<file path="src/hdl/host_bus_pkg.sv">
// Host bus types
// Request and response payloads of the host port and of the
// target ports behind the address router
package host_bus_pkg;

  typedef logic [31:0] addr_t;
  typedef logic [31:0] data_t;

  // Request as issued by the host
  typedef struct packed {
    logic  we;
    addr_t addr;
    data_t wdata;
  } host_req_t;

  // One response per request, in order
  typedef struct packed {
    data_t rdata;
    logic  err;
  } host_rsp_t;

  // Request steered to a single target, word indexed
  typedef struct packed {
    logic  we;
    addr_t idx;
    data_t wdata;
  } tgt_req_t;

endpackage

</file>
<file path="src/hdl/host_cfg_pkg.sv">
// Host domain configuration
// Memory map of the host port and default sizing of the L2 scratchpad,
// the request buffer and the register block
package host_cfg_pkg;

  // Address windows
  localparam logic [31:0] L2BaseAddr  = 32'h1C00_0000;
  localparam logic [31:0] CfgBaseAddr = 32'h1A10_4000;

  // Register block size in 32-bit registers
  localparam int unsigned CfgNumRegs = 4;

  // Default sizing
  localparam int unsigned DefNbL2Banks   = 8;
  localparam int unsigned DefL2BankWords = 256;
  // Also the number of credits the host starts with
  localparam int unsigned DefBufferDepth = 4;

  // Byte offsets inside the register block
  localparam logic [31:0] CfgCacheStartOff = 32'h0;
  localparam logic [31:0] CfgCacheEndOff   = 32'h4;
  localparam logic [31:0] CfgSpmStartOff   = 32'h8;
  localparam logic [31:0] CfgDmaEvtCntOff  = 32'hC;

endpackage
</file>
<file path="src/hdl/cfg_regs.sv">
// Host configuration registers
// Cache window registers (cached start, cached end, scratchpad start) and
// a read-only counter of cluster DMA events
`timescale 1ns/100ps

module cfg_regs (
  input  logic                    clk_i,
  input  logic                    arst_n_i,
  input  logic                    valid_i,
  input  host_bus_pkg::tgt_req_t  req_i,
  input  logic                    dma_evt_i,
  output host_bus_pkg::host_rsp_t rsp_o
);

  logic [31:0]             cache_start_q;
  logic [31:0]             cache_end_q;
  logic [31:0]             spm_start_q;
  logic [31:0]             evt_cnt_q;
  logic [31:0]             off;
  host_bus_pkg::host_rsp_t rsp_q;

  assign off = {req_i.idx[29:0], 2'b00};

  always_ff @(posedge clk_i or negedge arst_n_i) begin
    if (!arst_n_i) begin
      cache_start_q <= '0;
      cache_end_q   <= '0;
      spm_start_q   <= '0;
      evt_cnt_q     <= '0;
      rsp_q         <= '0;
    end else begin
      if (dma_evt_i) begin
        evt_cnt_q <= evt_cnt_q + 32'd1;
      end
      if (valid_i) begin
        rsp_q <= '0;
        case (off)
          host_cfg_pkg::CfgCacheStartOff: begin
            if (req_i.we) cache_start_q <= req_i.wdata;
            else rsp_q.rdata <= cache_start_q;
          end
          host_cfg_pkg::CfgCacheEndOff: begin
            if (req_i.we) cache_end_q <= req_i.wdata;
            else rsp_q.rdata <= cache_end_q;
          end
          host_cfg_pkg::CfgSpmStartOff: begin
            if (req_i.we) spm_start_q <= req_i.wdata;
            else rsp_q.rdata <= spm_start_q;
          end
          // Counter is read-only
          host_cfg_pkg::CfgDmaEvtCntOff: begin
            if (req_i.we) rsp_q.err <= 1'b1;
            else rsp_q.rdata <= evt_cnt_q;
          end
          default: rsp_q.err <= 1'b1;
        endcase
      end
    end
  end

  assign rsp_o = rsp_q;

endmodule

</file>
<file path="config.mk">
export PLATFORM = sky130hd
export DESIGN_NAME = cfg_regs
export DESIGN_NICKNAME = d
export VERILOG_FILES = /design/src/hdl/host_bus_pkg.sv /design/src/hdl/host_cfg_pkg.sv /design/src/hdl/cfg_regs.sv
export SDC_FILE = /design/constraint.sdc
export NUM_CORES = 1
export LEC_CHECK = 0
export ABC_AREA = 0
export BUFFER_PORTS_ARGS = -buffer_cell sky130_fd_sc_hd__buf_2
export CORE_MARGIN = 2
export CORE_UTILIZATION = 39
export CTS_CLUSTER_SIZE = 16
export DETAILED_ROUTE_END_ITERATION = 8
export GPL_TIMING_DRIVEN = 0
export HOLD_SLACK_MARGIN = 0.05
export PLACE_DENSITY = 0.62
export SYNTH_ARGS = -nofsm -noshare
export SYNTH_HDL_FRONTEND = slang
export SYNTH_SLANG_ARGS = --single-unit
</file>
<file path="constraint.sdc">
create_clock -name clk_i -period 3.8 [get_ports clk_i]
set_input_delay 0.19 -clock clk_i [delete_from_list [all_inputs] [get_ports clk_i]]
set_output_delay 0.19 -clock clk_i [all_outputs]
set_load 0.01 [all_outputs]
</file>
==> reports/qor.csv <==
stage;metric;value;unit
finish;commonest non-fill, non-tap cells in the layout;dfrtp_1 (161), buf_2 (99), mux2_2 (55);
grt;first-pass GRT wire length;27210;um
routing;M1 WL;7311;um
worst_setup_path;crit-path max FO;7;
timing;min setup slack post-route;1.452;ns
routing;Post-Route WL;16840;um
timing;hold slack;0.1760;ns
finish;share of cells above drive strength 1;0.4451;
routing;vias;4763;
worst_setup_path;WP data arrival;2.66;ns
timing;worst clock skew;0.006505;ns
clocking;total CTS buffers;17;
finish;Area Overhead vs Synth;22.73;%
routing;met3 wire length;751;um
worst_setup_path;cell depth of the worst flop-to-flop path;5;
timing;RSZ-0062 raised after global routing;false;
floorplan;Placement Rows;51;
grt;initial antenna violation count;0;
placement;HPWL Detailed;11770;um
finish;most common cell after layout, fill and taps aside;dfrtp_1;
status;status;finished clean;
timing;min Tclk post-route;2.348;ns
worst_setup_path;reg-to-reg startpoint;evt_cnt_q[0]$_DFFE_PN0P_;
timing;final period utilization;0.6180;
finish;diodes inserted;0;
routing;top routing layer in use;met4;
timing;fmax;425.8;MHz
worst_setup_path;WP data required;4.11;ns
routing;Pre-Repair DR Iteration Count;4;
hold_path;Hold EP;rsp_o[0]$_DFFE_PN0P_;
worst_setup_path;startpoint types;register;
floorplan;Initial Utilization;0.3951;
timing;setup TNS;0;ns
grt;largest net degree at the start of global routing;84;
routing;DRC errors left;0;
pwr;Max IR drop VDD;0.3110;mV
timing;Worst-Margin Slew;1.165;ns
yosys;count of cell types in the netlist;38;
worst_setup_path;flop-to-flop setup slack;1.45;ns
yosys;Syn Area/Cell;14.74;um2
floorplan;DIE WIDTH;144.2;um
run;Max Cap Viol;0;
finish;Nets;740;
placement;Setup WS pre-CTS;1.441;ns
timing;Hold Violations, Final;0;
grt;vias in the first global route;5102;
routing;via/cell ratio;5.024;
hold_path;Hold Path Depth;3;
pwr;power density over cell area;389.6;mW/mm2
timing;Rel. slew slack;0.2171;
hold_path;worst hold path class;in -> reg;
yosys;Ys Warns;0;
routing;DRT iter0 DRCs;227;
timing;Final Slew Violations;0;
pwr;leakage power;4.334;nW
placement;Final Wtd Congestion;0.7463;
clocking;clk_lat worst skew;0.42;ns
grt;Overflow after GRT;0;
yosys;post-synthesis cell count;520;
routing;met2 wire length;8534;um
grt;Total GRT Usage;0.1733;
clocking;# clock sinks;161;
clocking;Worst-path clk slew;0.06;ns
clocking;CTS max path bufs;2;
placement;port buffer count;96;
worst_setup_path;Reg-to-Reg End;evt_cnt_q[30]$_DFFE_PN0P_;
clocking;htree depth;4;
timing;endpoints failing setup;0;
yosys;register area share after synthesis;0.5257;
clocking;Post-CTS Resized;0;
yosys;synthesized cell area;0.007664;mm2
yosys;syn_nets;590;
hold_path;hold path startpoint;req_i[64];
floorplan;die footprint;0.02079;mm2
clocking;clock root buffer;clkbuf_16;
worst_setup_path;Worst Setup End Kind;register;
routing;antenna viol nets, final;0;
worst_setup_path;Setup Crit Path Kind;reg -> reg;
floorplan;Placeable Area;0.01940;mm2
clocking;Setup Fix Bufs, Post-CTS;0;
clocking;CTS tree;built;
yosys;number of synthesized register bits;161;
floorplan;Die H;144.2;um
floorplan;total I/O pin count;102;
routing;routed length per instance;17.77;um
cell families (layout without fill, tap and decap cells):
kind of cell	Yosys count	count (layout)	share of synthesized area
AOI/OAI and AO/OA	34	34	0.05241
buffers and inverters	65	228	0.05110
DFF	161	161	0.5257
muxes	129	129	0.2513
adders and majority gates	1	1	0.001632
xor gates and xnor gates	31	31	0.03543
and+or+nand+nor	99	99	0.08245
stage by stage:
step                      instance area [um2]  total power [W]  instances    util
final                                    9405         0.003664        948  0.4848
after CTS                                9405         0.003712        948  0.4848
after global placement                   8476         0.002062        881  0.4369
after global routing                     9405         0.003812        948  0.4848
after floorplan                          7664         0.001945        520       -
after detailed placement                 8509         0.002082        882  0.4387
worst max-delay path, stage by stage, from the launching register on:
cell and delay (ns):
dfrtp_1 0.42, ha_1 0.21, nand4_1 0.24, nor3_1 0.96, nand3_1 0.22, xnor2_1 0.17
power by group:
| part | internal [W] | switching, W | total (W) |
|---|---|---|---|
| combinational | 0.000125 | 0.000137 | 0.000262 |
| sequential | 0.00175 | 0.0000592 | 0.00181 |
| clock | 0.000923 | 0.000669 | 0.00159 |
metal layers:
metal  track usage  vias to the layer above
met1        0.2219                     2462
li1              -                     2180
met2        0.2937                      101
met4       0.05927                        0
met3       0.03709                       20
met5             0                        -
cell usage after synthesis, drive strengths merged:
master	number	share of area
inv	34	0.017
nand4	12	0.012
xor2	6	0.0069
mux4	32	0.094
or3	1	0.00082
nor4	9	0.018
nand4b	2	0.0023
ha	1	0.0016
o22ai	32	0.051
buf	22	0.024
a311oi	1	0.0011
bufbuf	1	0.0042
nor2	6	0.0029
clkbuf	8	0.0065
xnor2	25	0.029
and3	3	0.0024
nand2	40	0.020
and2	3	0.0024
a21oi	1	0.00065
dfrtp	161	0.53
and4	5	0.0057
nor3	5	0.0077
nand3	13	0.0091
mux2	97	0.16
state kept, by name (all words and copies together), names as in the netlist:
signal and count:
cache_start_q 32, evt_cnt_q 32, rsp_o 33, cache_end_q 32
spm_start_q 32
cell type report:
class	instances	area [um2]
inverters	34	127.6
fillers	1741	9993
clock inverters	7	50.05
flip-flops and latches	161	4029
repair buffers	131	854.6
multi-input cells	294	3243
clock buffers	25	505.5
well taps	265	331.6
plain buffers	31	264.0
worst max-delay path by stage:
| stage | cells past startpoint | from | end | slack (ns) |
|---|---|---|---|---|
| floorplan | 5 | req_i[57] | spm_start_q[10]$_DFFE_PN0P_ | 2.07 |
| global placement | 1 | arst_n_i | rsp_o[5]$_DFFE_PN0P_ | 0.27 |
| detailed placement | 5 | evt_cnt_q[0]$_DFFE_PN0P_ | evt_cnt_q[20]$_DFFE_PN0P_ | 1.44 |
| CTS | 5 | evt_cnt_q[0]$_DFFE_PN0P_ | evt_cnt_q[20]$_DFFE_PN0P_ | 1.43 |
| global route | 5 | evt_cnt_q[0]$_DFFE_PN0P_ | evt_cnt_q[20]$_DFFE_PN0P_ | 1.27 |
| finish | 5 | evt_cnt_q[0]$_DFFE_PN0P_ | evt_cnt_q[30]$_DFFE_PN0P_ | 1.45 |
repair_timing:
| item | 4_1_cts | 5_1_grt |
|---|---|---|
| hold buffers | 34 | 0 |
| hold endpoints to repair | 175 | 0 |
| endpoints found under the setup margin | 0 | 0 |
Note: power is estimated with default switching activity, not from simulation.
