--- config.mk ---
export PLATFORM = sky130hd
export DESIGN_NAME = req_credit_buffer
export DESIGN_NICKNAME = d
export VERILOG_FILES = /design/src/hdl/host_bus_pkg.sv /design/src/hdl/req_credit_buffer.sv
export SDC_FILE = /design/constraint.sdc
export NUM_CORES = 1
export LEC_CHECK = 0
export BUFFER_PORTS_ARGS = -buffer_cell sky130_fd_sc_hd__buf_4
export CAP_MARGIN = 20
export CORE_MARGIN = 5
export CORE_UTILIZATION = 61
export DETAILED_ROUTE_END_ITERATION = 8
export GPL_TIMING_DRIVEN = 0
export PLACE_DENSITY = 0.83
export SLEW_MARGIN = 20
export SYNTH_ARGS = -nofsm -noshare
export SYNTH_HDL_FRONTEND = slang
export SYNTH_SLANG_ARGS = --single-unit
--- constraint.sdc ---
create_clock -name clk_i -period 7.77 [get_ports clk_i]
set_clock_uncertainty 0.1 [all_clocks]
set_input_delay 0.777 -clock clk_i [delete_from_list [all_inputs] [get_ports clk_i]]
set_output_delay 0.777 -clock clk_i [all_outputs]
set_load 0.02 [all_outputs]
--- src/hdl/host_bus_pkg.sv ---
// Host bus types
// Request and response payloads of the host port and of the
// target ports behind the address router
package host_bus_pkg;

  typedef logic [31:0] addr_t;
  typedef logic [31:0] data_t;

  // Request as issued by the host
  typedef struct packed {
    logic  we;
    addr_t addr;
    data_t wdata;
  } host_req_t;

  // One response per request, in order
  typedef struct packed {
    data_t rdata;
    logic  err;
  } host_rsp_t;

  // Request steered to a single target, word indexed
  typedef struct packed {
    logic  we;
    addr_t idx;
    data_t wdata;
  } tgt_req_t;

endpackage

--- src/hdl/req_credit_buffer.sv ---
// Credit-based request buffer
// Circular FIFO on the host request port. The head is handed on in every
// cycle it holds an entry, and each pop returns one credit to the host.
`timescale 1ns/100ps

module req_credit_buffer #(
  parameter int unsigned Depth = 4
) (
  input  logic                   clk_i,
  input  logic                   arst_n_i,
  input  logic                   push_i,
  input  host_bus_pkg::host_req_t push_req_i,
  output logic                   pop_o,
  output host_bus_pkg::host_req_t pop_req_o,
  output logic                   credit_o
);

  localparam int unsigned PtrW = (Depth > 1) ? $clog2(Depth) : 1;
  localparam int unsigned CntW = $clog2(Depth + 1);

  host_bus_pkg::host_req_t mem_q [Depth];

  logic [PtrW-1:0] wr_ptr_q;
  logic [PtrW-1:0] rd_ptr_q;
  logic [CntW-1:0] count_q;
  logic            empty;
  logic            full;

  assign empty = (count_q == '0);
  assign full  = (count_q == CntW'(Depth));

  // Downstream never stalls
  assign pop_o     = !empty;
  assign pop_req_o = mem_q[rd_ptr_q];
  assign credit_o  = pop_o;

  always_ff @(posedge clk_i) begin
    if (push_i) begin
      mem_q[wr_ptr_q] <= push_req_i;
    end
  end

  always_ff @(posedge clk_i or negedge arst_n_i) begin
    if (!arst_n_i) begin
      wr_ptr_q <= '0;
      rd_ptr_q <= '0;
      count_q  <= '0;
    end else begin
      if (push_i) begin
        wr_ptr_q <= (wr_ptr_q == PtrW'(Depth - 1)) ? '0 : wr_ptr_q + 1'b1;
      end
      if (pop_o) begin
        rd_ptr_q <= (rd_ptr_q == PtrW'(Depth - 1)) ? '0 : rd_ptr_q + 1'b1;
      end
      count_q <= count_q + CntW'(push_i) - CntW'(pop_o);
    end
  end

  // Host must hold a credit for every push
  assert property (@(posedge clk_i) disable iff (!arst_n_i) push_i |-> !full)
    else $error("request pushed into a full buffer");

endmodule

==> results of run 1 <==
[path summary, 6_finish.rpt]
path                                start            end  depth (start not counted)
min in group asynchronous        arst_n_i     count_q[1]                          2
hold / removal             push_req_i[29]   mem_q[2][29]                          1
max in group asynchronous        arst_n_i    wr_ptr_q[1]                          2
hold reg to reg                count_q[2]     count_q[2]                          2
setup reg to reg               count_q[1]     count_q[2]                          6
setup / recovery              rd_ptr_q[1]  pop_req_o[62]                          4
[synthesized netlist by cell type (all sizes together)]
library cell  instances
and2                  4
buf                  14
clkbuf                2
dfrtp                 7
edfxtp              260
fa                    1
ha                    7
inv                   6
mux2                  2
mux4                 65
nand2                 1
nor2                  1
o21ai                 2
or3                   1
or3b                  1
xnor2                 1
xor2                  1
[registers in the layout, indices dropped and copies added, names as in the netlist]
register and count:
mem_q 260, count_q 3, rd_ptr_q 2, wr_ptr_q 2
[cells in the final DEF (no fill, tap or decap), types with 2 or more instances in the layout]
master	n
and2_4	4
clkbuf_16	26
buf_4	138
edfxtp_1	260
clkbuf_8	3
dfrtp_1	7
ha_1	7
mux2_2	2
buf_2	5
buf_12	7
clkinv_1	7
inv_1	6
mux4_2	65
o21ai_0	2
clkbuf_1	5
clkinv_2	7
[layout make-up]
| cell class | instances | area [µm²] | share of cell area, % |
|---|---|---|---|
| Multi-Input combinational cell | 87 | 1680 | 14.0 |
| Inverter | 6 | 22.5 | 0.187 |
| Timing Repair Buffer | 139 | 1100 | 9.18 |
| Tap cell | 216 | 270 | 2.25 |
| Buffer | 16 | 154 | 1.28 |
| Sequential cell | 267 | 7980 | 66.4 |
| Clock inverter | 16 | 108 | 0.895 |
| Clock buffer | 32 | 703 | 5.85 |
[routing by layer]
layer,up-vias,share of wire [%]
li1,1942,-
met1,2321,40
met2,134,52
met3,26,6.6
met4,0,1.9
met5,-,0
[metrics by stage]
stage	instance area, µm²	util, %
CTS	12000	76.0
detailed placement	11200	70.8
finish	12000	76.0
global route	12000	76.0
floorplan	9830	-
global placement	11100	70.2
[repair_timing]
item	in CTS	in global routing
hold endpoints to repair	7	0
setup buffers	0	0
endpoints found under the setup margin	0	0
hold buffers	1	0
[kinds of logic (layout without fill, tap and decap cells)]
kind of cell	after synthesis	count (layout)	synth area share [%]
AOI/OAI and AO/OA	2	2	0.102
xor gates and xnor gates	2	2	0.178
adders and majority gates	8	8	1.09
buffers and inverters	22	209	1.80
DFF	267	267	81.2
muxes	67	67	15.1
and+or+nand+nor	8	8	0.484
[power by group through the flow]
stage          Clock, µW  Sequential [µW]  Combinational, µW
6_report            1170             1910               1600
3_5_place_dp           0             1940               1630
2_1_floorplan          0             1930               1040
5_1_grt             1250             1920               1700
4_1_cts             1190             1910               1640
3_3_place_gp           0             1950               1580
==> flow_summary.yaml, run 1 <==
routing:
  drcViolationCount: 0
  routed_wl_mm: 17.2
  firstDrtPassIters: 4
  drtIter0Drc: 267
  ant_nets: 0
  avgViaCountPerCell: 5.68
  vias: 4423
  wl_per_cell_um: 22.1
die:
  die_h_um: 137
  coreArea_um2: 15800
  die_width_um: 137
  num_rows: 46
  dieArea_um2: 18700
  io_pins: 135
  initial_core_util_pct: 62.1
clock_network:
  clock_path_buffers: 3
  clk_pin_slew_worst_paths_ns: 0.06
  cts_tree: "done"
  cts_htree_levels: 1
  cts_made_buffers: 26
  cts_root_buffer: "clkbuf_16"
  clock_latency_ns: 0.52
  clock-sinks: 267
  postCtsResizedCells: 0
synth:
  synthDistinctLibCells: 20
  synth_top_area_share_pct: 79.4
  ys_top_cells_by_area: "edfxtp_1 79%, mux4_2 15%, dfrtp_1 1.8%, ha_1 0.89%, buf_12 0.81%"
  seq_area_frac_synth_pct: 81.2
  syn_inst: 376
  synthesis.area_um2: 9830
  synth_area_leader_cell: "edfxtp_1"
  synth_area_per_cell_um2: 26.1
  ys_ff_latch: 267
  syn_nets: 452
  yosys_warnings: 0
timing:
  final-hold-violation-count: 0
  report.final.slew_viol_count: 0
  fin_setup_tns_ns: 0
  fin_ws_ns: 4.78
  setup_viol: 0
  tightest_slew_ns: 0.641
  finalCritPeriodShare_pct: 38.4
  holdWs_ns: 0.350
  fmax_mhz: 335
  rsz0062_at_grt: "no"
  layout_min_cycle_time_ns: 2.99
  slew_headroom_pct: 57.3
power_and_ir_drop:
  p_clk_share_pct: 25.0
  p_sw_share_pct: 29.9
  p_comb_share_pct: 34.2
  seq_power_share_pct: 40.7
  finalPower_uw: 4680
  ir_worst_vdd_uv: 273
  powerDensity_nw_per_um2: 389
  power_leakage_uw: 0.00419
  internal_power_uw: 3280
  power.switching_uw: 1400
finish:
  fillers: 823
  fin_nets: 619
  layout.cells.non_filler: 779
  diodes: 0
  area_growth_pct: 22.3
  drive_gt1_share_pct: 46.5
setup_path:
  critical-path-top-delay-family: "buffers and inverters"
  crit_top_cell: "buf_2"
  required_ns: 6.89
  cp-end-kind: "output port"
  slowest_stage: "dfrtp_1"
  critPathKind: "reg2out"
  crit_chain: "buf_2 -> buf_2 -> mux4_2 -> buf_4"
  cp_num_buf_inv: 3
  cp_max_fo: 10
  start_kind: "flip-flop"
  r2r_slack_ns: 5.55
  slowest_delay_ns: 0.42
  worstPathArrival_ns: 2.11
grt:
  grt_use_met1_pct: 24.8
  grt_pass1_vias: 4731
  grt_max_degree: 39
  busiest_layer: "met2"
  grt_pass1_wl_mm: 26.2
  met2_usage_pct: 32.1
  grt_util_met3_pct: 4.08
  antenna_found_initial: 0
  grt_use_total_pct: 18.6
  overflow: 0
job:
  max_cap_violations: 0
placed_design:
  dp_slack_ns: 5.29
  place_inst: 730
  hpwlAfterDp_mm: 10.7
  numPortBuffers: 134
  gp_congestion: 0.689
status:
  status: "finished, final reports clean"
min_path:
  hold_class: "in2reg"
Note: power is estimated with default switching activity, not from simulation.
==> inputs of run 2 (changes only) <==
Settings changed: CORE_UTILIZATION 61 to 51, PLACE_DENSITY 0.83 to 0.74.
Clock period 7.77 ns to 2.4 ns, I/O delays scaled along.
==> run 2 against run 1 <==
Net effect:
- design area is 7.9% higher
- clock power grew to 3.5 times the previous value
- sequential share of layout area down 4.9 points
- combinational power grew to 3.5 times the previous value
- clock-buffer cell count increased by 1
- cell count up 15%
- critical path depth rose by 1
- worst setup slack got worse by 4.7 ns
- sequential power grew to 3.2 times the previous value
- utilization fell by 7.1 points
- flip-flop and latch count did not move
- first-iteration DRC count is 33% lower
==> flow_summary.yaml, run 2 (synthesized netlist as in run 1, its figures left out) <==
power_and_ir_drop:
  ir_worst_vdd_uv: 877
  powerDensity_nw_per_um2: 1220
  power_leakage_uw: 0.00457
clock_network:
  cts_tree: "done"
  cts_htree_levels: 1
  cts_root_buffer: "clkbuf_16"
  clk_pin_slew_worst_paths_ns: 0.06
  clock_path_buffers: 3
  clock_latency_ns: 0.51
  clock-sinks: 267
  cts_made_buffers: 26
die:
  coreArea_um2: 18800
  die_width_um: 149
  io_pins: 135
  initial_core_util_pct: 52.2
  num_rows: 50
  dieArea_um2: 22100
  die_h_um: 149
setup_path:
  required_ns: 2.06
  critPathKind: "reg2out"
  r2r_slack_ns: 0.20
  worstReg2RegStart: "count_q[1]"
  worstPathArrival_ns: 1.99
  cp_max_fo: 12
  cp-end-kind: "output port"
  start_kind: "flip-flop"
  rr_worst_depth: 6
  crit_path_start: "rd_ptr_q[0]"
finish:
  ff_latch_area_um2: 7980
  fin_util_pct: 68.9
  layout.cells.non_filler: 898
  largest_register_ff_count: 260
  diodes: 0
  final_common_cell: "edfxtp_1"
  area_growth_pct: 32.0
  final_cell_mix: "260 x edfxtp_1, 137 x buf_4, 68 x dlygate4sd3_1"
  reg_top3: "mem_q: 260 flops, count_q: 3 flops"
  fillers: 1137
  fin_nets: 696
  regMostFlops: "mem_q"
  drive_gt1_share_pct: 42.3
  multi_input_comb_area_um2: 1680
routing:
  wl_per_cell_um: 20.0
  drtIter0Drc: 180
  vias: 4671
  drcViolationCount: 0
  routed_wl_mm: 18.0
  ant_nets: 0
  firstDrtPassIters: 4
  avgViaCountPerCell: 5.20
grt:
  grt_max_degree: 42
  grt_use_total_pct: 16.2
  antenna_found_initial: 0
  grt_pass1_vias: 5053
  grt_pass1_wl_mm: 27.9
  overflow: 0
timing:
  fmax_mhz: 430
  finalCritPeriodShare_pct: 97.0
  report.final.slew_viol_count: 0
  tightest_slew_ns: 0.501
  final-hold-violation-count: 0
  layout_min_cycle_time_ns: 2.33
  rsz0062_at_grt: "yes"
  slew_headroom_pct: 66.6
  setup_viol: 0
min_path:
  holdPathStages: 2
  hold_start: "push_req_i[30]"
  hold_class: "in2reg"
job:
  max_cap_violations: 0
placed_design:
  hpwlAfterDp_mm: 10.7
  gp_congestion: 0.717
  place_inst: 774
  numPortBuffers: 134
status:
  status: "finished, final reports clean"
run 2: cell count changes in the layout (fill, tap and decap cells not counted), moves of 2 or more:
| cell | delta |
|---|---|
| bufinv_16 | +3 |
| clkbuf_2 | +2 |
| clkinv_2 | -4 |
| dlygate4sd3_1 | +67 |
| clkbuf_16 | +3 |
| clkbuf_8 | -3 |
| clkbuf_4 | +2 |
| buf_2 | -5 |
| buf_6 | +12 |
run 2: report_power, final:
| part | switching (µW) | leakage [µW] | internal (µW) |
|---|---|---|---|
| logic | 2830 | 0.00168 | 2780 |
| clock network | 1580 | 0.000417 | 2470 |
| registers | 179 | 0.00247 | 5980 |
| total | 4590 | 0.00457 | 11200 |
run 2: metal layers:
metal / global-route usage (%) / wire, µm / vias to the layer above
met5: 0 / 0 / -
met4: 3.52 / 213 / 0
met3: 3.68 / 1300 / 19
met2: 27.2 / 9180 / 141
met1: 22.3 / 7300 / 2412
li1: - / - / 2099
run 2: layout make-up:
class / instances / area share (%)
clock buffer: 33 / 5.38
buffer: 16 / 1.30
timing repair buffer: 216 / 14.9
multi-input combinational: 87 / 12.9
tap: 260 / 2.51
sequential: 267 / 61.5
inverter: 6 / 0.174
clock inverter: 13 / 1.22
run 2: worst max-delay path, cell delays in order, from the launching register on:
cell and delay [ns]:
dfrtp_1 0.36, buf_6 0.12, buf_12 0.15, buf_12 0.15, mux4_2 0.53, buf_6 0.15
run 2: worst paths after layout:
kind	end
min	mem_q[2][30]
min in group asynchronous	wr_ptr_q[0]
max	pop_req_o[56]
min reg2reg	wr_ptr_q[1]
max reg2reg	count_q[2]
max in group asynchronous	count_q[2]
run 2: repair_timing:
| action | CTS | global route |
|---|---|---|
| hold endpoints to repair | 270 | 0 |
| gates resized for setup | 3 | 19 |
| gates cloned | 0 | 2 |
| endpoints found under the setup margin | 57 | 54 |
| hold buffers | 68 | 0 |
| setup buffers | 0 | 8 |
run 2: metrics by stage:
stage	setup TNS [ns]	cell area (µm²)	hold slack (ns)	setup slack (ns)	power (µW)
floorplan	0	9830	-0.156	0.251	9560
global placement	-42.98	11200	-0.0470	-0.201	11400
detailed placement	0	11300	-0.0410	0.234	11600
CTS	-1.25	12800	0.342	-0.0671	15700
global route	-0.0537	13000	0.359	-0.0135	16600
finish	0	13000	0.369	0.0729	15800
