$ cat src/hdl/host_bus_pkg.sv
// Host bus types
// Request and response payloads of the host port and of the
// target ports behind the address router
package host_bus_pkg;

  typedef logic [31:0] addr_t;
  typedef logic [31:0] data_t;

  // Request as issued by the host
  typedef struct packed {
    logic  we;
    addr_t addr;
    data_t wdata;
  } host_req_t;

  // One response per request, in order
  typedef struct packed {
    data_t rdata;
    logic  err;
  } host_rsp_t;

  // Request steered to a single target, word indexed
  typedef struct packed {
    logic  we;
    addr_t idx;
    data_t wdata;
  } tgt_req_t;

endpackage

$ cat src/hdl/host_cfg_pkg.sv
// Host domain configuration
// Memory map of the host port and default sizing of the L2 scratchpad,
// the request buffer and the register block
package host_cfg_pkg;

  // Address windows
  localparam logic [31:0] L2BaseAddr  = 32'h1C00_0000;
  localparam logic [31:0] CfgBaseAddr = 32'h1A10_4000;

  // Register block size in 32-bit registers
  localparam int unsigned CfgNumRegs = 4;

  // Default sizing
  localparam int unsigned DefNbL2Banks   = 8;
  localparam int unsigned DefL2BankWords = 256;
  // Also the number of credits the host starts with
  localparam int unsigned DefBufferDepth = 4;

  // Byte offsets inside the register block
  localparam logic [31:0] CfgCacheStartOff = 32'h0;
  localparam logic [31:0] CfgCacheEndOff   = 32'h4;
  localparam logic [31:0] CfgSpmStartOff   = 32'h8;
  localparam logic [31:0] CfgDmaEvtCntOff  = 32'hC;

endpackage
$ cat src/hdl/host_addr_router.sv
// Host address router
// Steers each request to the L2 banks or the register block and returns
// the matching response one cycle later. Unmapped requests get an error.
`timescale 1ns/100ps

module host_addr_router #(
  parameter int unsigned NbL2Banks   = 8,
  parameter int unsigned L2BankWords = 256
) (
  input  logic                    clk_i,
  input  logic                    arst_n_i,
  input  logic                    valid_i,
  input  host_bus_pkg::host_req_t req_i,
  output logic                    l2_valid_o,
  output host_bus_pkg::tgt_req_t  l2_req_o,
  input  host_bus_pkg::data_t     l2_rdata_i,
  output logic                    cfg_valid_o,
  output host_bus_pkg::tgt_req_t  cfg_req_o,
  input  host_bus_pkg::host_rsp_t cfg_rsp_i,
  output logic                    rsp_valid_o,
  output host_bus_pkg::host_rsp_t rsp_o
);

  localparam logic [31:0] L2Bytes  = 32'(NbL2Banks * L2BankWords * 4);
  localparam logic [31:0] CfgBytes = 32'(host_cfg_pkg::CfgNumRegs * 4);

  host_bus_pkg::addr_t l2_off;
  host_bus_pkg::addr_t cfg_off;
  logic                hit_l2;
  logic                hit_cfg;
  logic                valid_q;
  logic                sel_l2_q;
  logic                sel_cfg_q;

  // Below-base addresses wrap to large offsets and miss
  assign l2_off  = req_i.addr - host_cfg_pkg::L2BaseAddr;
  assign cfg_off = req_i.addr - host_cfg_pkg::CfgBaseAddr;
  assign hit_l2  = (l2_off < L2Bytes);
  assign hit_cfg = (cfg_off < CfgBytes);

  assign l2_valid_o     = valid_i && hit_l2;
  assign l2_req_o.we    = req_i.we;
  assign l2_req_o.idx   = l2_off >> 2;
  assign l2_req_o.wdata = req_i.wdata;

  assign cfg_valid_o     = valid_i && hit_cfg;
  assign cfg_req_o.we    = req_i.we;
  assign cfg_req_o.idx   = cfg_off >> 2;
  assign cfg_req_o.wdata = req_i.wdata;

  always_ff @(posedge clk_i or negedge arst_n_i) begin
    if (!arst_n_i) begin
      valid_q   <= 1'b0;
      sel_l2_q  <= 1'b0;
      sel_cfg_q <= 1'b0;
    end else begin
      valid_q   <= valid_i;
      sel_l2_q  <= l2_valid_o;
      sel_cfg_q <= cfg_valid_o;
    end
  end

  assign rsp_valid_o = valid_q;

  always_comb begin
    rsp_o = '0;
    if (sel_l2_q) begin
      rsp_o.rdata = l2_rdata_i;
    end else if (sel_cfg_q) begin
      rsp_o = cfg_rsp_i;
    end else begin
      rsp_o.err = valid_q;
    end
  end

  assert property (@(posedge clk_i) disable iff (!arst_n_i)
    $onehot0({l2_valid_o, cfg_valid_o}))
    else $error("request routed to more than one target");

endmodule

$ cat config.mk
export PLATFORM = sky130hd
export DESIGN_NAME = host_addr_router
export DESIGN_NICKNAME = d
export VERILOG_FILES = /design/src/hdl/host_bus_pkg.sv /design/src/hdl/host_cfg_pkg.sv /design/src/hdl/host_addr_router.sv
export SDC_FILE = /design/constraint.sdc
export NUM_CORES = 1
export LEC_CHECK = 0
export BUFFER_PORTS_ARGS = -buffer_cell sky130_fd_sc_hd__buf_2
export CAP_MARGIN = 5
export CORE_AREA = 5 5 114 116
export DETAILED_ROUTE_END_ITERATION = 8
export DIE_AREA = 0 0 119 121
export PLACE_DENSITY = 0.55
export SYNTH_ARGS = -nofsm -noshare
export SYNTH_HDL_FRONTEND = slang
export SYNTH_SLANG_ARGS = --single-unit
$ cat constraint.sdc
create_clock -name clk_i -period 2.9 [get_ports clk_i]
set_input_delay 0.725 -clock clk_i [delete_from_list [all_inputs] [get_ports clk_i]]
set_output_delay 0.725 -clock clk_i [all_outputs]
set_load 0.02 [all_outputs]
==> impl_metrics.yaml, run 1 <==
global_route:
  antenna_found_initial: 0
  grt_max_degree: 35
  grt_pass1_wl_mm: 14.3
  grt_pass1_vias: 2399
  grt_overflow: 0
  grtUsageTotal_pct: 12.7
route:
  remaining_drc_errors: 0
  num_vias: 2382
  drtIter0Drc: 54
  wl_per_cell_um: 18.2
  ant_nets: 0
  wirelength_mm: 10.1
  via_per_inst: 4.28
  first_pass_iters: 5
sta:
  max_freq_ghz: 0.295
  finalHoldViolCount: 0
  fin_crit_sh_pct: 117
  timing.final.ws_setup_ps: -492
  fin_crit_ps: 3390
  setup_viol: 5
  report.final.slew_viol_count: 0
  whs_ps: 294
  rsz0062_at_grt: "true"
setup_path:
  crit_slowest_cell: "a2111oi_4"
  crit_path_end_kind: "primary output"
  crit_chain: "buf_6 -> buf_6 -> nor4_4 -> mux2i_1 -> nand4_1 -> a2111o_1 -> a2111oi_4 -> buf_4"
  critical_path_class: "input pin to primary output"
  cpPeakStageDelay_ps: 400
  required_ps: 2170
  cp.arrival_ps: 2670
  critPathLaunchType: "input pin"
  cp_max_fo: 2
  crit_top_cell: "buf_6"
synth:
  synth_seq_cells: 3
  ys_seq_area_share_pct: 3.75
  postSynthAreaPerCell_um2: 7.49
  synth_area_leaders: "buf_4 (40%), a22o_1 (14%), xor2_1 (4.8%)"
  yosysMostFrequentCell: "buf_4"
  synthTopCellsByCount: "buf_4 (106), a22o_1 (31), nand2_1 (12), xor2_1 (11), clkbuf_1 (9)"
  synthArstFlopShare_pct: 100
  netlist_instances: 267
  syn_area_um2: 2000
  synth_edf_count: 0
  synth_top_area_share_pct: 39.8
  synth_warnings: 0
  ys.flop_type: "dfrtp_1"
  ys_types: 47
  synth_top_area_cell: "buf_4"
clocking:
  cts_tree: "done"
  clkSlewWorstSetupHoldPaths_ps: 30
  cts_buffers: 3
  cts_hold_buf: 0
  cts_buffer_depth: 2
  cts.sinks: 3
  h-tree-depth: 1
  cts_root_buf: "clkbuf_16"
floorplan:
  dieArea_um2: 14400
  core_um2: 11800
  io-pin-count: 299
  die_x_um: 119
  die_height_um: 121
  initial_core_util_pct: 16.9
  core.rowCount: 40
pwr:
  p_clk_share_pct: 31.5
  intPower_w: 0.000425
  power_frac_seq_pct: 6.3
  p_per_area_nw_per_um2: 219
  peakVddDrop_v: 0.000111
  leakage_nw: 1.69
  netSwitchingFraction_pct: 38.2
  power_frac_comb_pct: 62.2
  switchingPower_w: 0.000263
placement:
  dpl.hpwl_mm: 8.94
  port_buffers: 187
  gp_congestion: 0.905
  post-place-cells: 543
finish:
  final_nets: 547
  multi_input_area_um2: 1230
  area_growth_pct: 57.0
  drive_above_1_share_pct: 70.7
  stdcell_count: 556
  seqCellArea_um2: 75.1
  fillCellCount: 1320
  insertedDiodeCount: 0
hold_path:
  hp-class: "input pin to asynchronous set/reset pin"
outcome:
  status: "finished with violations"
  violations: "negative setup slack"
flow_run:
  maxCapViolations: 0
==> area by class of cell <==
class                           instances  area share, %
Sequential cell                         3           2.39
Inverter                                7          0.836
Multi-Input combinational cell        138           39.0
Timing Repair Buffer                  257           49.4
Tap cell                              147           5.85
Clock buffer                            4           2.51
==> critical path: cells and delay by family <==
| kind | cells | cell delay (ps) |
|---|---|---|
| AO/OA/AOI/OAI | 2 | 780 |
| AND/OR/NAND/NOR | 2 | 500 |
| buffers and inverters | 3 | 410 |
| multiplexers | 1 | 240 |
==> logic make-up (layout without fill, tap and decap cells) <==
logic type      after synthesis  after routing  share of synthesized area (%)
mux                           3              3                           1.50
buf+inv                     129            268                           46.3
compound gates               55             55                           22.5
flops                         3              3                           3.75
simple gates                 56             56                           16.3
other cells                   1              4                          0.187
fa+ha+maj                     4              4                           2.50
xor+xnor                     16             16                           7.00
==> cell usage in the layout (no fill, tap or decap), drive strengths merged, types with 2 or more instances in the layout <==
master	n
a31oi	3
nand4	5
mux2i	3
nand2	12
xor2	11
ha	4
dfrtp	3
nand3	2
nor2b	5
nor2	9
nor3	5
buf	257
nor4	6
o21ai	3
inv	7
nor4b	2
and3	3
a211o	2
nor3b	2
a22o	31
a21oi	6
clkbuf	4
conb	4
xnor2	5
==> final timing paths <==
kind	start	end	slack, ps	cells past startpoint
max	req_i[53]	cfg_valid_o	-490	8
min	arst_n_i	rsp_valid_o	290	1
max in group asynchronous	arst_n_i	sel_cfg_q	2500	1
min in group clk_i	valid_i	rsp_valid_o	710	2
==> per-stage QoR <==
stage	total power, W	utilization [%]	worst slack (ps)	cell area [um^2]	TNS (ps)
3_3_place_gp	0.000435	23.9	-478	2820	-1190
5_1_grt	0.000733	26.6	-560	3140	-1450
4_1_cts	0.000673	25.4	-473	3000	-1350
6_report	0.000688	26.6	-492	3140	-1210
2_1_floorplan	0.000399	-	-302	2140	-302
3_5_place_dp	0.000438	23.9	-496	2820	-1410
==> sequential cells by signal, summed over array words and instances (netlist names) <==
| register | flops |
|---|---|
| sel_cfg_q | 1 |
| rsp_valid_o | 1 |
| sel_l2_q | 1 |
==> metal layers <==
| layer | global-route usage (%) | vias to the layer above | share of wire [%] |
|---|---|---|---|
| li1 | - | 1107 | - |
| met1 | 14.3 | 1084 | 37 |
| met2 | 23.6 | 187 | 52 |
| met3 | 4.52 | 4 | 11 |
| met4 | 1.16 | 0 | 0.42 |
| met5 | 0.368 | - | 0 |
==> power groups by stage <==
stage | registers [W] | logic (W) | clock network (W)
5_1_grt | 0.0000434 | 0.000461 | 0.000228
3_3_place_gp | 0.0000438 | 0.000391 | 0
4_1_cts | 0.0000433 | 0.000409 | 0.000220
2_1_floorplan | 0.0000446 | 0.000355 | 0
3_5_place_dp | 0.0000438 | 0.000394 | 0
6_report | 0.0000434 | 0.000428 | 0.000216
==> what timing repair did <==
item                                    CTS  global route
pin swaps                                 6            14
gates resized for setup                  15            28
endpoints found under the setup margin    7             8
buffers inserted                          6             4
(Power assumes the default switching activity.)
==> run 2: changes to the inputs <==
--- a/config.mk
+++ b/config.mk
@@ -12,2 +12,3 @@
 export DIE_AREA = 0 0 119 121
+export GPL_TIMING_DRIVEN = 0
 export PLACE_DENSITY = 0.55
==> constraint.sdc (replaced) <==
create_clock -name clk_i -period 3 [get_ports clk_i]
set_input_delay 0.15 -clock clk_i [delete_from_list [all_inputs] [get_ports clk_i]]
set_output_delay 0.15 -clock clk_i [all_outputs]
set_load 0.02 [all_outputs]
==> run 2 against run 1 <==
Net effect:
- first-iteration DRC count up 72%
- wire length is 13% higher
- largest cell class unchanged
- non-clock buffer count rose by 119
- critical path type unchanged
- clock power fell by 2%
- sequential share of layout area fell by 0.28 points
- the run now ends clean
- via count up 18%
- setup slack better by 780 ps
- worst hold slack got worse by 250 ps
==> impl_metrics.yaml, run 2 (synthesis results as in run 1) <==
hold_path:
  hp-class: "input pin to flip-flop"
  hold_start: "valid_i"
outcome:
  status: "complete, no violations"
floorplan:
  die_height_um: 121
  dieArea_um2: 14400
  core.rowCount: 40
  die_x_um: 119
  core_um2: 11800
  initial_core_util_pct: 16.9
  io-pin-count: 299
sta:
  finalHoldViolCount: 0
  fin_crit_ps: 2720
  fin_crit_sh_pct: 90.5
  relSlewSlack_pct: 45.6
  max_freq_ghz: 0.368
  worstMarginPinSlew_ps: 808
  setup_viol: 0
  fin_tns_setup_ps: 0
  rsz0062_at_grt: "false"
  report.final.slew_viol_count: 0
finish:
  drive_above_1_share_pct: 71.6
  final_nets: 666
  final_cell_mix: "buf_2 (253), buf_4 (106), a22o_1 (31)"
  insertedDiodeCount: 0
  design_area_um2: 3550
  final_common_cell: "buf_2"
  area_growth_pct: 77.5
clocking:
  cts_root_buf: "clkbuf_16"
  clkSlewWorstSetupHoldPaths_ps: 30
  cts_buffers: 3
  cts_hold_buf: 1
  cts.sinks: 3
  ctsResizeCount: 0
  cts_setup_buffers: 0
  cts_tree: "done"
  cts_buffer_depth: 2
  h-tree-depth: 1
setup_path:
  crit_slowest_cell: "nor4_1"
  critical_path_class: "input pin to primary output"
  cpPeakStageDelay_ps: 720
  cp.arrival_ps: 2570
  cp_num_buf_inv: 2
  crit_path_end_kind: "primary output"
  critPathLaunchType: "input pin"
  required_ps: 2850
  endpoint: "cfg_valid_o"
  cp_max_fo: 4
  critPathLaunch: "req_i[56]"
  crit_chain: "buf_2 -> nor4_1 -> mux2i_1 -> nand4_1 -> a2111o_1 -> a2111oi_2 -> buf_2"
  cp.depth: 7
  crit_family: "simple AND/OR/NAND/NOR gates"
  crit_top_cell: "buf_2"
global_route:
  antenna_found_initial: 0
  grt_overflow: 0
  grt_pass1_wl_mm: 16.3
  grt_pass1_vias: 2836
  grt_max_degree: 11
  grtUsageTotal_pct: 14.0
placement:
  port_buffers: 253
  dpl.hpwl_mm: 10.2
  gp_congestion: 0.846
  place_area_um2: 3460
flow_run:
  maxCapViolations: 0
route:
  remaining_drc_errors: 0
  first_pass_iters: 4
  ant_nets: 0
  wl_per_cell_um: 16.9
  wirelength_mm: 11.4
  num_vias: 2799
  drtIter0Drc: 93
  via_per_inst: 4.15
pwr:
  leakage_nw: 2.09
  peakVddDrop_v: 0.000144
  p_per_area_nw_per_um2: 218
[run 2: cell types whose count changed in the layout (fill, tap and decap cells not counted), moves of 8 or more]
cell      change
clkbuf_1      +9
buf_2        +79
buf_4        +36
buf_6         -8
[run 2: through the flow]
stage	setup WS, ps	total power, W	hold slack (ps)	cells	util [%]
final	284	0.000775	48.3	675	30.1
after detailed placement	286	0.000565	-54.3	670	29.3
after global routing	58.4	0.000819	52.9	675	30.1
after CTS	283	0.000782	47.6	675	30.1
after floorplan	478	0.000369	-146	270	-
after global placement	310	0.000562	-55.2	670	29.3
[run 2: worst min path at each step]
stage / cells after the start / to
global placement: 1 / rsp_valid_o
CTS: 1 / rsp_valid_o
floorplan: 0 / rsp_valid_o
detailed placement: 1 / sel_l2_q
global route: 1 / rsp_valid_o
finish: 1 / rsp_valid_o
[run 2: power by group]
group / total [W] / switching (W) / internal (W)
combinational: 0.000522 / 0.000286 / 0.000236
clock: 0.000211 / 0.0000356 / 0.000175
sequential: 0.0000417 / 0.000000292 / 0.0000414
total: 0.000775 / 0.000322 / 0.000453
[run 2: cell type report]
type	instances	area [um^2]
Clock buffer	4	78.8
Inverter	7	26.3
Fill cell	1304	8260
Buffer	122	901
Sequential cell	3	75.1
Timing Repair Buffer	254	1280
Multi-Input combinational cell	138	1010
Tap cell	147	184
[run 2: routing by layer]
layer	vias to the layer above	GRT usage, %	wire length [um]
li1	1351	-	-
met1	1287	16.7	4430
met4	0	2.90	102
met5	-	0	0
met3	6	2.98	886
met2	155	25.9	5990
